--- src/logic/fb_consts.svh ---
`ifndef FB_CONSTS_SVH
`define FB_CONSTS_SVH

// horizontal timing in pixel clocks
`define FB_H_ACTIVE 128
`define FB_H_FRONT 8
`define FB_H_SYNC 16
`define FB_H_BACK 8
`define FB_H_TOTAL 160     // active + front + sync + back

// vertical timing in lines
`define FB_V_ACTIVE 128
`define FB_V_FRONT 2
`define FB_V_SYNC 3
`define FB_V_BACK 3
`define FB_V_TOTAL 136     // active + front + sync + back

// one plane per colour channel
`define FB_PLANES 3

`endif

--- src/logic/fb_pkg.sv ---
`default_nettype none

package fb_pkg;

   // row times 128 plus column
   typedef logic [13:0] pix_addr_t;

   // horizontal or vertical scan position, wide enough for 0..159
   typedef logic [7:0] coord_t;

   // bit 2 red, bit 1 green, bit 0 blue
   typedef logic [2:0] rgb_t;

endpackage

`default_nettype wire

--- src/logic/pixel_out.sv ---
`timescale 1ns/1ps
`default_nettype none

module pixel_out (
   input  logic         clk,
   input  logic         rst_n,
   input  logic         hsync_early,
   input  logic         vsync_early,
   input  logic         de_early,
   input  fb_pkg::rgb_t plane_bits,
   output fb_pkg::rgb_t rgb,
   output logic         hsync,
   output logic         vsync,
   output logic         de
);

   import fb_pkg::*;

   logic hsync_d;          // aligned with rd_bit
   logic vsync_d;
   logic de_d;

   rgb_t pix_col;          // colour after blanking

   // outside the picture the read register holds a stale bit
   assign pix_col = de_d ? plane_bits : '0;

   // match the one cycle read latency of the planes
   always_ff @(posedge clk) begin
      if (!rst_n) begin
         hsync_d <= 1'b0;
         vsync_d <= 1'b0;
         de_d    <= 1'b0;
      end else begin
         hsync_d <= hsync_early;
         vsync_d <= vsync_early;
         de_d    <= de_early;
      end
   end

   // output register, colour and syncs leave together
   always_ff @(posedge clk) begin
      if (!rst_n) begin
         rgb   <= '0;
         hsync <= 1'b0;
         vsync <= 1'b0;
         de    <= 1'b0;
      end else begin
         rgb   <= pix_col;
         hsync <= hsync_d;
         vsync <= vsync_d;
         de    <= de_d;
      end
   end

endmodule

`default_nettype wire

--- config.mk ---
export PLATFORM = sky130hd
export DESIGN_NAME = pixel_out
export DESIGN_NICKNAME = d
export VERILOG_FILES = /design/src/logic/fb_consts.svh /design/src/logic/fb_pkg.sv /design/src/logic/pixel_out.sv
export SDC_FILE = /design/constraint.sdc
export NUM_CORES = 1
export LEC_CHECK = 0
export BUFFER_PORTS_ARGS = -buffer_cell sky130_fd_sc_hd__buf_2
export CELL_PAD_IN_SITES_DETAIL_PLACEMENT = 2
export CELL_PAD_IN_SITES_GLOBAL_PLACEMENT = 2
export CORE_AREA = 2 2 39 41
export DETAILED_ROUTE_END_ITERATION = 10
export DIE_AREA = 0 0 41 43
export PLACE_DENSITY = 0.57
export SYNTH_ARGS = -nofsm -noshare
export SYNTH_HDL_FRONTEND = slang
export SYNTH_SLANG_ARGS = --single-unit
--- constraint.sdc ---
create_clock -name clk -period 1.1 [get_ports clk]
set_input_delay 0.275 -clock clk [delete_from_list [all_inputs] [get_ports clk]]
set_output_delay 0.275 -clock clk [all_outputs]
set_load 0.01 [all_outputs]
# Yosys cells after proc, flatten, opt, wreduce, memory -nomap -nowiden
# Cells that the tools add are included.
dict set report op_classes {
  n_reduce_logical 1
}
# operator n
set ops {}
lappend ops {{AND reduction 2 bit} 1}
dict set report totals {
  wordCells 8
  out_inout_bits 6
  in_bits 8
  ff_bits 9
}

# Logic depth before layout (Yosys ltp)
dict set report depth {
  ltp_word 1
  ltp_mapped 1
}

# Worst setup path before layout
# OpenSTA, ideal clock, no wires.
dict set report synth_timing {
  path_kind {flip-flop to output port}
  startpoint {register de}
  endpoint {output port de}
  arrival_ns 0.331
  setup_slack_ns 0.494
  path_stages_with_launch 1
  path_cell_list {dfxtp_1}
}
# item line
set synth_rtl {}
lappend synth_rtl {{start, declared} pixel_out.sv:14} ;# output logic de
lappend synth_rtl {{start signal, assigned} pixel_out.sv:47} ;# de <= 1'b0;
lappend synth_rtl {{start signal, assigned} pixel_out.sv:52} ;# de <= de_d;
# No word-level cell between the ends.

# Worst setup path in the final report
dict set report layout_timing {
  startpoint {register rgb[2]}
  endpoint {output port rgb[2]}
}
# item line
set layout_rtl {}
lappend layout_rtl {{start, declared} pixel_out.sv:11} ;# output fb_pkg::rgb_t rgb,
lappend layout_rtl {{start signal, assigned} pixel_out.sv:49} ;# rgb <= pix_col;
# No word-level cell between the ends.

==> summary.md <==
| Metric | Value |
|---|---|
| Run status | finished, final reports clean |
| Global-route wire length before repair | 800 um |
| Final Instance Count excl. Fillers | 51 |
| Ys async rst share | 0% |
| Multi-input logic area | 63.8 um2 |
| Hold worst-path end | de_d$_SDFF_PN0_ |
| Top cells by area, synth | dfxtp_1, and2_2, and3_1 |
| Detailed-route via count | 189 |
| Setup tns final | 0 ns |
| Leakage | 0.187 nW |
| Final nets | 44 |
| Fillers | 161 |
| Cell row count | 14 |
| Post-synth top cells | dfxtp_1, and2_2, and3_1 |
| Place WS | 0.385 ns |
| Fin crit period | 0.950 ns |
| Growth of design area from synthesis to finish | 45.6% |
| Synth warn | 0 |
| Setup crit start kind | flip-flop |
| Power, Total | 625 uW |
| Area share of and/or/nand/nor cells after synthesis | 26.2% |
| Fin crit share | 86.3% |
| Worst reg2reg endpoint | de$_SDFF_PN0_ |
| Fmax | 1.05 GHz |
| R2r startpoint | de_d$_SDFF_PN0_ |
| Post-route DRC | 0 |
| Worst Path Required | 0.82 ns |
| Syn Nets | 26 |
| Clock Latency Late Sink | 0.25 ns |
| Core Region | 1380 um2 |
| Hold violation count in the final report | 0 |
| Hold crit path type | input pin to flip-flop |
| Die area | 1760 um2 |
| Worst path bufs/invs | 1 |
| Die Width | 41 um |
| Compound-cell area share of the yosys netlist | 0% |
| Fin Clk Skew | 0.00495 ns |
| Measured slew at the worst slew-check pin | 0.116 ns |
| EDFF count, synth | 0 |
| FF-to-FF path depth | 1 |
| Drt first pass iters | 2 |
| Post-synth cell types | 3 |
| Placed insts | 47 |
| Main combinational cell family by area after synthesis | simple AND/OR/NAND/NOR gates |
| Initial antenna violation count | 0 |
| TritonCTS clock tree | done |
| Worst EP arrival | 0.67 ns |
| H-tree depth | 1 |
| Unrepaired setup endpoints after global routing | no |
| # clock sinks | 9 |
| Detail Route Antenna Nets | 0 |
| Port buffer count | 13 |
| Root buf cell | clkbuf_4 |
| Flops & latches, synth | 9 |
| Slew margin rel. | 92.2% |
| Cells after Synth | 18 |
| ANT cells | 0 |
| Per-cell routed wire length | 10.2 um |
| Post-synthesis mux area share | 0% |
| Iter 0 DRT Violations | 3 |
| Fin. max-slew vios | 0 |
| MaxCap Viol Count | 0 |
| Clock Pin Slew Worst Setup and Hold Paths | 0.06 ns |
| Total global routing overflow | 0 |
| P per Cell Area | 1760 nW/um2 |
| Vias/cell | 3.71 |
| Count leader, synth | dfxtp_1 |
| Hold path start | de_early |
| GPL Wtd Cong | 0.520 |
| Delay-heaviest family, CP | flip-flops |
| Slowest CP cell | dfxtp_1 |
| Mean area per synthesized cell | 13.6 um2 |
| Largest net degree at the start of global routing | 10 |
| Post-CTS Resized | 0 |
| Setup violation total in the final timing report | 0 |
| CTS Buffer Depth | 2 |
| Yosys top cell by area | dfxtp_1 |
| Worst hold stages | 2 |
| Post-synthesis adder-cell area fraction | 0% |
| Top_reg_cell synth | dfxtp_1 |
| CTS Buf Count | 3 |
| Peak supply drop | 0.311 mV |
| CP max FO | 1 |
| GRT Util Overall | 7.47% |
| Number of setup buffers added after CTS | 0 |
| Die Ht | 43 um |
| Cts hold-fix bufs | 0 |
| Layout cell share with drive strength beyond 1 | 62.9% |
| Crit-path max cell delay | 0.30 ns |
| Initial core utilization | 17.6% |
| Number of global-route vias before repair | 196 |
| Critical path type | flip-flop to primary output |
| Seq. cell area | 180 um2 |
| Register area share after synthesis | 73.8% |
| Cell Chain, Critical Path | buf_2 |
| Post-Synth XOR/XNOR Area | 0% |
| # IOs | 14 |
| Total routed wirelength | 520 um |
| Reg2reg setup slack | 0.51 ns |
| CP endpoint kind | primary output |
| Synth Cell Area | 244 um2 |
| Post-route setup slack | 0.150 ns |
| Synth top area share | 73.8% |
## placed cells by master, fill, tap and decap left out
master,instances
clkbuf_1,1
and3_1,3
clkbuf_4,3
dfxtp_1,9
buf_2,13
and2_2,6
## cells by family after synthesis
group	after synthesis
simple gates	9
flops	9
## stage by stage
stage | utilization (%) | hold WS, ns | cell area (um2)
after floorplan | - | 0.411 | 244
after global placement | 23.8 | 0.433 | 329
after detailed placement | 23.8 | 0.438 | 329
after CTS | 25.7 | 0.238 | 355
after global routing | 25.7 | 0.243 | 355
final | 25.7 | 0.239 | 355
## how the worst max path moves through the flow
stage	from	endpoint	slack [ns]	cells after the start
2_1_floorplan	de$_SDFF_PN0_	de	0.49	0
3_3_place_gp	rst_n	de$_SDFF_PN0_	0.39	2
3_5_place_dp	rst_n	de$_SDFF_PN0_	0.39	2
4_1_cts	rgb[0]$_SDFF_PN0_	rgb[0]	0.14	1
5_1_grt	hsync$_SDFF_PN0_	hsync	0.11	1
6_report	rgb[2]$_SDFF_PN0_	rgb[2]	0.15	1
## flip-flops by register name (all words and copies together), names as in the netlist
register	count
rgb	3
de	1
de_d	1
hsync	1
hsync_d	1
vsync	1
vsync_d	1
## per-layer routing
metal | up-vias | routed length [um] | GRT usage (%)
li1 | 91 | - | -
met5 | - | 0 | 0
met1 | 87 | 159 | 5.88
met2 | 9 | 305 | 11.9
met4 | 0 | 9 | 8.00
met3 | 2 | 45 | 3.14
## where the power goes
part / leakage, nW / switching [mW] / internal [mW]
Clock: 0.0150 / 0.107 / 0.139
Combinational: 0.0976 / 0.0152 / 0.0216
Sequential: 0.0741 / 0.00373 / 0.339
Total: 0.187 / 0.125 / 0.500
## final cells by class
class                      count  area share, %
clock buffer                   4           7.39
multi-input combinational      9           18.0
sequential                     9           50.7
tap                           16           5.63
timing repair buffer          13           18.3
No activity file was read; power rests on OpenSTA's default activity.
