$ cat src/logic/fb_consts.svh
`ifndef FB_CONSTS_SVH
`define FB_CONSTS_SVH

// horizontal timing in pixel clocks
`define FB_H_ACTIVE 128
`define FB_H_FRONT 8
`define FB_H_SYNC 16
`define FB_H_BACK 8
`define FB_H_TOTAL 160     // active + front + sync + back

// vertical timing in lines
`define FB_V_ACTIVE 128
`define FB_V_FRONT 2
`define FB_V_SYNC 3
`define FB_V_BACK 3
`define FB_V_TOTAL 136     // active + front + sync + back

// one plane per colour channel
`define FB_PLANES 3

`endif

$ cat src/logic/fb_pkg.sv
`default_nettype none

package fb_pkg;

   // row times 128 plus column
   typedef logic [13:0] pix_addr_t;

   // horizontal or vertical scan position, wide enough for 0..159
   typedef logic [7:0] coord_t;

   // bit 2 red, bit 1 green, bit 0 blue
   typedef logic [2:0] rgb_t;

endpackage

`default_nettype wire

$ cat src/logic/scan_timing.sv
`timescale 1ns/1ps
`default_nettype none

`include "fb_consts.svh"

module scan_timing (
   input  logic              clk,
   input  logic              rst_n,
   output logic              rd_en,
   output fb_pkg::pix_addr_t rd_addr,
   output logic              hsync_early,
   output logic              vsync_early,
   output logic              de_early
);

   import fb_pkg::*;

   localparam int COL_BITS = $clog2(`FB_H_ACTIVE);
   localparam int ROW_BITS = $clog2(`FB_V_ACTIVE);

   // window edges along each axis
   localparam coord_t H_LAST       = coord_t'(`FB_H_TOTAL - 1);
   localparam coord_t V_LAST       = coord_t'(`FB_V_TOTAL - 1);
   localparam coord_t H_ACT_END    = coord_t'(`FB_H_ACTIVE);
   localparam coord_t V_ACT_END    = coord_t'(`FB_V_ACTIVE);
   localparam coord_t H_SYNC_START = coord_t'(`FB_H_ACTIVE + `FB_H_FRONT);
   localparam coord_t H_SYNC_END   = coord_t'(`FB_H_ACTIVE + `FB_H_FRONT + `FB_H_SYNC);
   localparam coord_t V_SYNC_START = coord_t'(`FB_V_ACTIVE + `FB_V_FRONT);
   localparam coord_t V_SYNC_END   = coord_t'(`FB_V_ACTIVE + `FB_V_FRONT + `FB_V_SYNC);

   coord_t h_cnt;          // pixel within line
   coord_t v_cnt;          // line within frame

   logic   h_last;
   logic   v_last;
   logic   h_active;
   logic   v_active;
   logic   pix_active;
   logic   h_sync_win;
   logic   v_sync_win;

   assign h_last = (h_cnt == H_LAST);
   assign v_last = (v_cnt == V_LAST);

   assign h_active   = (h_cnt < H_ACT_END);
   assign v_active   = (v_cnt < V_ACT_END);
   assign pix_active = h_active & v_active;

   assign h_sync_win = (h_cnt >= H_SYNC_START) && (h_cnt < H_SYNC_END);
   assign v_sync_win = (v_cnt >= V_SYNC_START) && (v_cnt < V_SYNC_END);   // whole lines

   // raster counters, vertical steps once per line
   always_ff @(posedge clk) begin
      if (!rst_n) begin
         h_cnt <= '0;
         v_cnt <= '0;
      end else begin
         if (h_last) begin
            h_cnt <= '0;
            if (v_last) begin
               v_cnt <= '0;
            end else begin
               v_cnt <= v_cnt + 1'b1;
            end
         end else begin
            h_cnt <= h_cnt + 1'b1;
         end
      end
   end

   // decoded strobes describe the pixel at the current counters
   always_ff @(posedge clk) begin
      if (!rst_n) begin
         rd_en       <= 1'b0;
         de_early    <= 1'b0;
         hsync_early <= 1'b0;
         vsync_early <= 1'b0;
      end else begin
         rd_en       <= pix_active;      // memory only read in the picture
         de_early    <= pix_active;
         hsync_early <= h_sync_win;
         vsync_early <= v_sync_win;
      end
   end

   // address is only sampled while rd_en is high
   always_ff @(posedge clk) begin
      rd_addr <= {v_cnt[ROW_BITS-1:0], h_cnt[COL_BITS-1:0]};
   end

endmodule

`default_nettype wire

$ cat config.mk
export PLATFORM = sky130hd
export DESIGN_NAME = scan_timing
export DESIGN_NICKNAME = d
export VERILOG_FILES = /design/src/logic/fb_pkg.sv /design/src/logic/scan_timing.sv
export VERILOG_INCLUDE_DIRS = /design/src /design/src/logic
export SDC_FILE = /design/constraint.sdc
export NUM_CORES = 1
export LEC_CHECK = 0
export BUFFER_PORTS_ARGS = -buffer_cell sky130_fd_sc_hd__buf_2
export CAP_MARGIN = 20
export CELL_PAD_IN_SITES_DETAIL_PLACEMENT = 2
export CELL_PAD_IN_SITES_GLOBAL_PLACEMENT = 2
export CORE_MARGIN = 1.5
export CORE_UTILIZATION = 36
export CTS_CLUSTER_DIAMETER = 80
export DETAILED_ROUTE_END_ITERATION = 16
export PLACE_DENSITY_LB_ADDON = 0.15
export SETUP_SLACK_MARGIN = 0.15
export SYNTH_ARGS = -nofsm -noshare
export SYNTH_HDL_FRONTEND = slang
export SYNTH_SLANG_ARGS = --single-unit
$ cat constraint.sdc
create_clock -name clk -period 3.4 [get_ports clk]
set_input_delay 0.17 -clock clk [delete_from_list [all_inputs] [get_ports clk]]
set_output_delay 0.17 -clock clk [all_outputs]
set_load 0.02 [all_outputs]
* Word-level counts from Yosys, hierarchy flattened *
Index checks and enable logic that the tools add are counted.

storage, ports and cells
  output and inout port bits = 18
  bits in registers = 33
  logic and storage cells = 22
  input bits = 2

operators by class
  bitwise gates (word level) = 2
  reductions and logical operators = 3
  magnitude comparators = 6
  $add $sub $neg = 2
  mux-type cells = 1
  equal/unequal tests = 2

operator list
  kind                 count
  $lt 8x8->1 const B   4
  $add 8x1->8 const B  2
  $eq 8x8->1 const B   2
  $ge 8x8->1 const B   2
  $mux 8               1
  $logic_and 1x1->1    2
  $reduce_or 2->1      1
  $and 1x1->1          1
  $not 1->1            1

* Longest topological paths before layout *
  depth in word-level cells = 2
  gate-level depth with buffers = 5
  gate-level depth less buffers = 5

* Worst setup path after synthesis *
Ideal clock, no wire load.

  path kind = register -> register
  start = register h_cnt[0]
  end = register v_cnt[5]
  stages on the path, launching flop included = 6
  path buffers = 0
  setup time = 128 ps
  path slack = 1,964 ps
  data required time = 3,272 ps
  period minus slack after synthesis = 1,436 ps
  data arrival time = 1,307 ps
  cell sequence = dfxtp_1 -> ha_1 -> nand4_1 -> nor4_1 -> xnor2_1 -> nor2_1

on the way
  cells in the longest elaborated chain, start to end = 1

ends and longest elaborated chain
  item                    line               source
  start, declared         scan_timing.sv:31  coord_t h_cnt;
  start signal, assigned  scan_timing.sv:66  h_cnt <= h_cnt + 1'b1;
  $eq 8x8->1              scan_timing.sv:42  assign h_last = (h_cnt == H_LAST);
  end signal, assigned    scan_timing.sv:63  v_cnt <= v_cnt + 1'b1;
  end, declared           scan_timing.sv:32  coord_t v_cnt;

Every way passes these cells.
A chain may end at the register's enable or synchronous reset.

* Final worst setup path *
Ends and elaborated chain as after synthesis.

==> results by group <==
Run status
  • Status: finished, final reports clean

Clock tree
  • Number of gates resized after cts: 0
  • Clock root buffer: clkbuf_4
  • CTS Hold Buffers Added: 0
  • CTS tree: built
  • Post-CTS setup buffers: 0
  • Worst-path clk slew: 100 ps
  • Insertion delay to the later sink of the worst-skew pair: 340 ps
  • Clock buffer depth: 2
  • CTS H-Tree Depth: 2
  • Total CTS buffers: 5
  • CTS Sinks: 33

Pwr
  • Seq pwr share: 59.3%
  • Switching share of total power: 22.6%
  • VDD IR max: 0.256 mV
  • Psw: 0.000151 W
  • Leak: 0.571 nW
  • Design Power: 0.000671 W
  • Clock Power Share: 37.9%
  • Internal power: 0.000519 W
  • Comb power frac: 2.8%
  • Pwr dens: 503 nW/µm²

Floorplan
  • Die width: 59.0 µm
  • I/O pins: 20
  • Initial core utilization: 37.3%
  • Floorplan row count: 20
  • Die ar.: 3480 µm²
  • CORE AREA: 3030 µm²
  • Die H: 59.0 µm

Timing
  • Final WS setup: 1640 ps
  • Total negative slack: 0 ps
  • Post-Route Skew: 9.59 ps
  • Setup violators final: 0
  • RSZ-0062 raised after global routing: false
  • Max-slew violation count: 0
  • Min Tclk post-route: 1760 ps
  • Final hold vios: 0
  • Actual slew at the worst max-slew pin: 409 ps
  • Relative slew slack: 72.6%
  • Fmax: 0.567 GHz
  • Tcrit/Tclk final: 51.9%

Synth
  • Synthesized cell area: 1130 µm²
  • Main synth FF type: dfxtp_1
  • Post-synthesis cell count: 107
  • Yosys warns: 0
  • EDFF count, synth: 0
  • Seq/Total Area, Yosys: 58.5%
  • Syn avg cell area: 10.6 µm²
  • Synth cell types: 24
  • Synth Register Bits: 33
  • Async set-reset flop share out of synthesis: 0%
  • Synthesized Nets: 112

Global route
  • Largest net degree at the start of global routing: 13
  • Initial antenna violation count: 0
  • First-pass GRT wire length: 4110 µm
  • Gr usage total: 16.5%
  • Number of global-route vias before repair: 838
  • GRT Residual Overflow: 0

Final layout
  • Synthesis-to-layout area growth: 18.1%
  • ANT cells: 0
  • Layout cell share with drive strength beyond 1: 21.4%
  • Final #Nets: 135
  • Most common cell after layout, fill and taps aside: dfxtp_1
  • Commonest cells after routing, fill and taps aside: dfxtp_1, buf_2, nor2_1, xnor2_1

Detailed routing
  • DR pass1 iterations: 4
  • Average wire per standard cell: 14.1 µm
  • Remaining antenna violation count: 0
  • Detailed router's first-iteration violation count: 10
  • Via/cell ratio: 4.73
  • Drt total wl: 2470 µm
  • DRC: 0
  • Vias: 827

Worst setup path
  • Peak fanout along the critical path: 6
  • Worst EP arrival: 1980 ps
  • CP endpoint kind: register
  • Worst Setup Start Kind: register
  • Critical path required time: 3610 ps
  • Critical path class: register to register

Min path
  • Min-Delay Path Class: input port to register

Place
  • Port Buf Inserts: 19
  • Hpwl dp: 1730 µm
  • Setup WS pre-CTS: 1660 ps
  • Final GP Congestion: 0.691

Run
  • Max-Cap Viols: 0
[metal layers]
metal	routed length, µm	vias up	GRT usage (%)
met5	0	-	0
met4	35	0	9.74
met3	127	4	3.93
li1	-	410	-
met1	1230	392	23.2
met2	1080	21	22.9
[critical path: stages, from the launching register on]
cell and delay [ps]:
dfxtp_1 410, ha_1 250, nand4_1 310, nor4_1 460, xnor2_1 160, nor2_1 60
[worst paths after layout]
path	startpoint	to	slack, ps	depth (start not counted)
setup / recovery	h_cnt[0]$_SDFF_PP0_	v_cnt[5]$_SDFFE_PN0N_	1640	5
hold / removal	rst_n	h_cnt[7]$_SDFF_PP0_	170	3
setup reg to reg	h_cnt[0]$_SDFF_PP0_	v_cnt[5]$_SDFFE_PN0N_	1640	5
hold reg to reg	h_cnt[1]$_SDFF_PP0_	rd_addr[1]$_DFF_P_	390	0
[metrics by stage]
stage	std cells	instance area (µm²)	util, %	hold WS, ps
after floorplan	107	1130	-	330
after global placement	167	1260	41.7	368
after detailed placement	167	1260	41.7	384
after CTS	175	1330	44.0	166
after global routing	175	1330	44.0	190
final	175	1330	44.0	173
[kinds of logic (layout without fill, tap and decap cells)]
| family | after synthesis | count (layout) | synth area share (%) |
|---|---|---|---|
| flops | 33 | 33 | 58.5 |
| simple gates | 47 | 47 | 22.3 |
| compound gates | 4 | 4 | 1.99 |
| mux | 2 | 2 | 1.77 |
| fa+ha+maj | 3 | 3 | 3.32 |
| buf+inv | 5 | 29 | 2.10 |
| xor+xnor | 13 | 13 | 10.1 |
[power groups by stage]
stage	clock network [W]	registers [W]	logic, W
3_5_place_dp	0	0.000407	0.0000193
2_1_floorplan	0	0.000410	0.00000848
6_report	0.000254	0.000398	0.0000190
3_3_place_gp	0	0.000406	0.0000190
4_1_cts	0.000263	0.000398	0.0000195
5_1_grt	0.000279	0.000399	0.0000217
[registers in the layout, summed over array words and instances, names as in the netlist]
register	flops
h_cnt	8
vsync_early	1
hsync_early	1
de_early	1
v_cnt	8
rd_addr	14
[cell type report]
class | count | area [µm²]
fill | 332 | 1690
sequential | 33 | 661
multi-input combinational | 69 | 445
timing repair buffer | 19 | 95.1
clock buffer | 7 | 65.1
tap | 44 | 55.1
inverter | 2 | 7.51
clock inverter | 1 | 5.00
[cells in the mapped netlist, types with 2 or more instances]
cell type | instances | share of area (%)
dfxtp_1 | 33 | 58
nor2_1 | 10 | 3.3
xnor2_1 | 9 | 7.0
nand2_1 | 8 | 2.7
nand3_1 | 8 | 3.5
and2_1 | 4 | 2.2
nor4_1 | 4 | 2.2
xor2_1 | 4 | 3.1
and4_1 | 3 | 2.3
ha_1 | 3 | 3.3
and3_1 | 2 | 1.1
inv_1 | 2 | 0.66
mux2i_1 | 2 | 1.8
nand4_1 | 2 | 1.1
nor3_1 | 2 | 0.89
nor3b_1 | 2 | 1.3
o21ai_0 | 2 | 0.89
(Power assumes the default switching activity.)
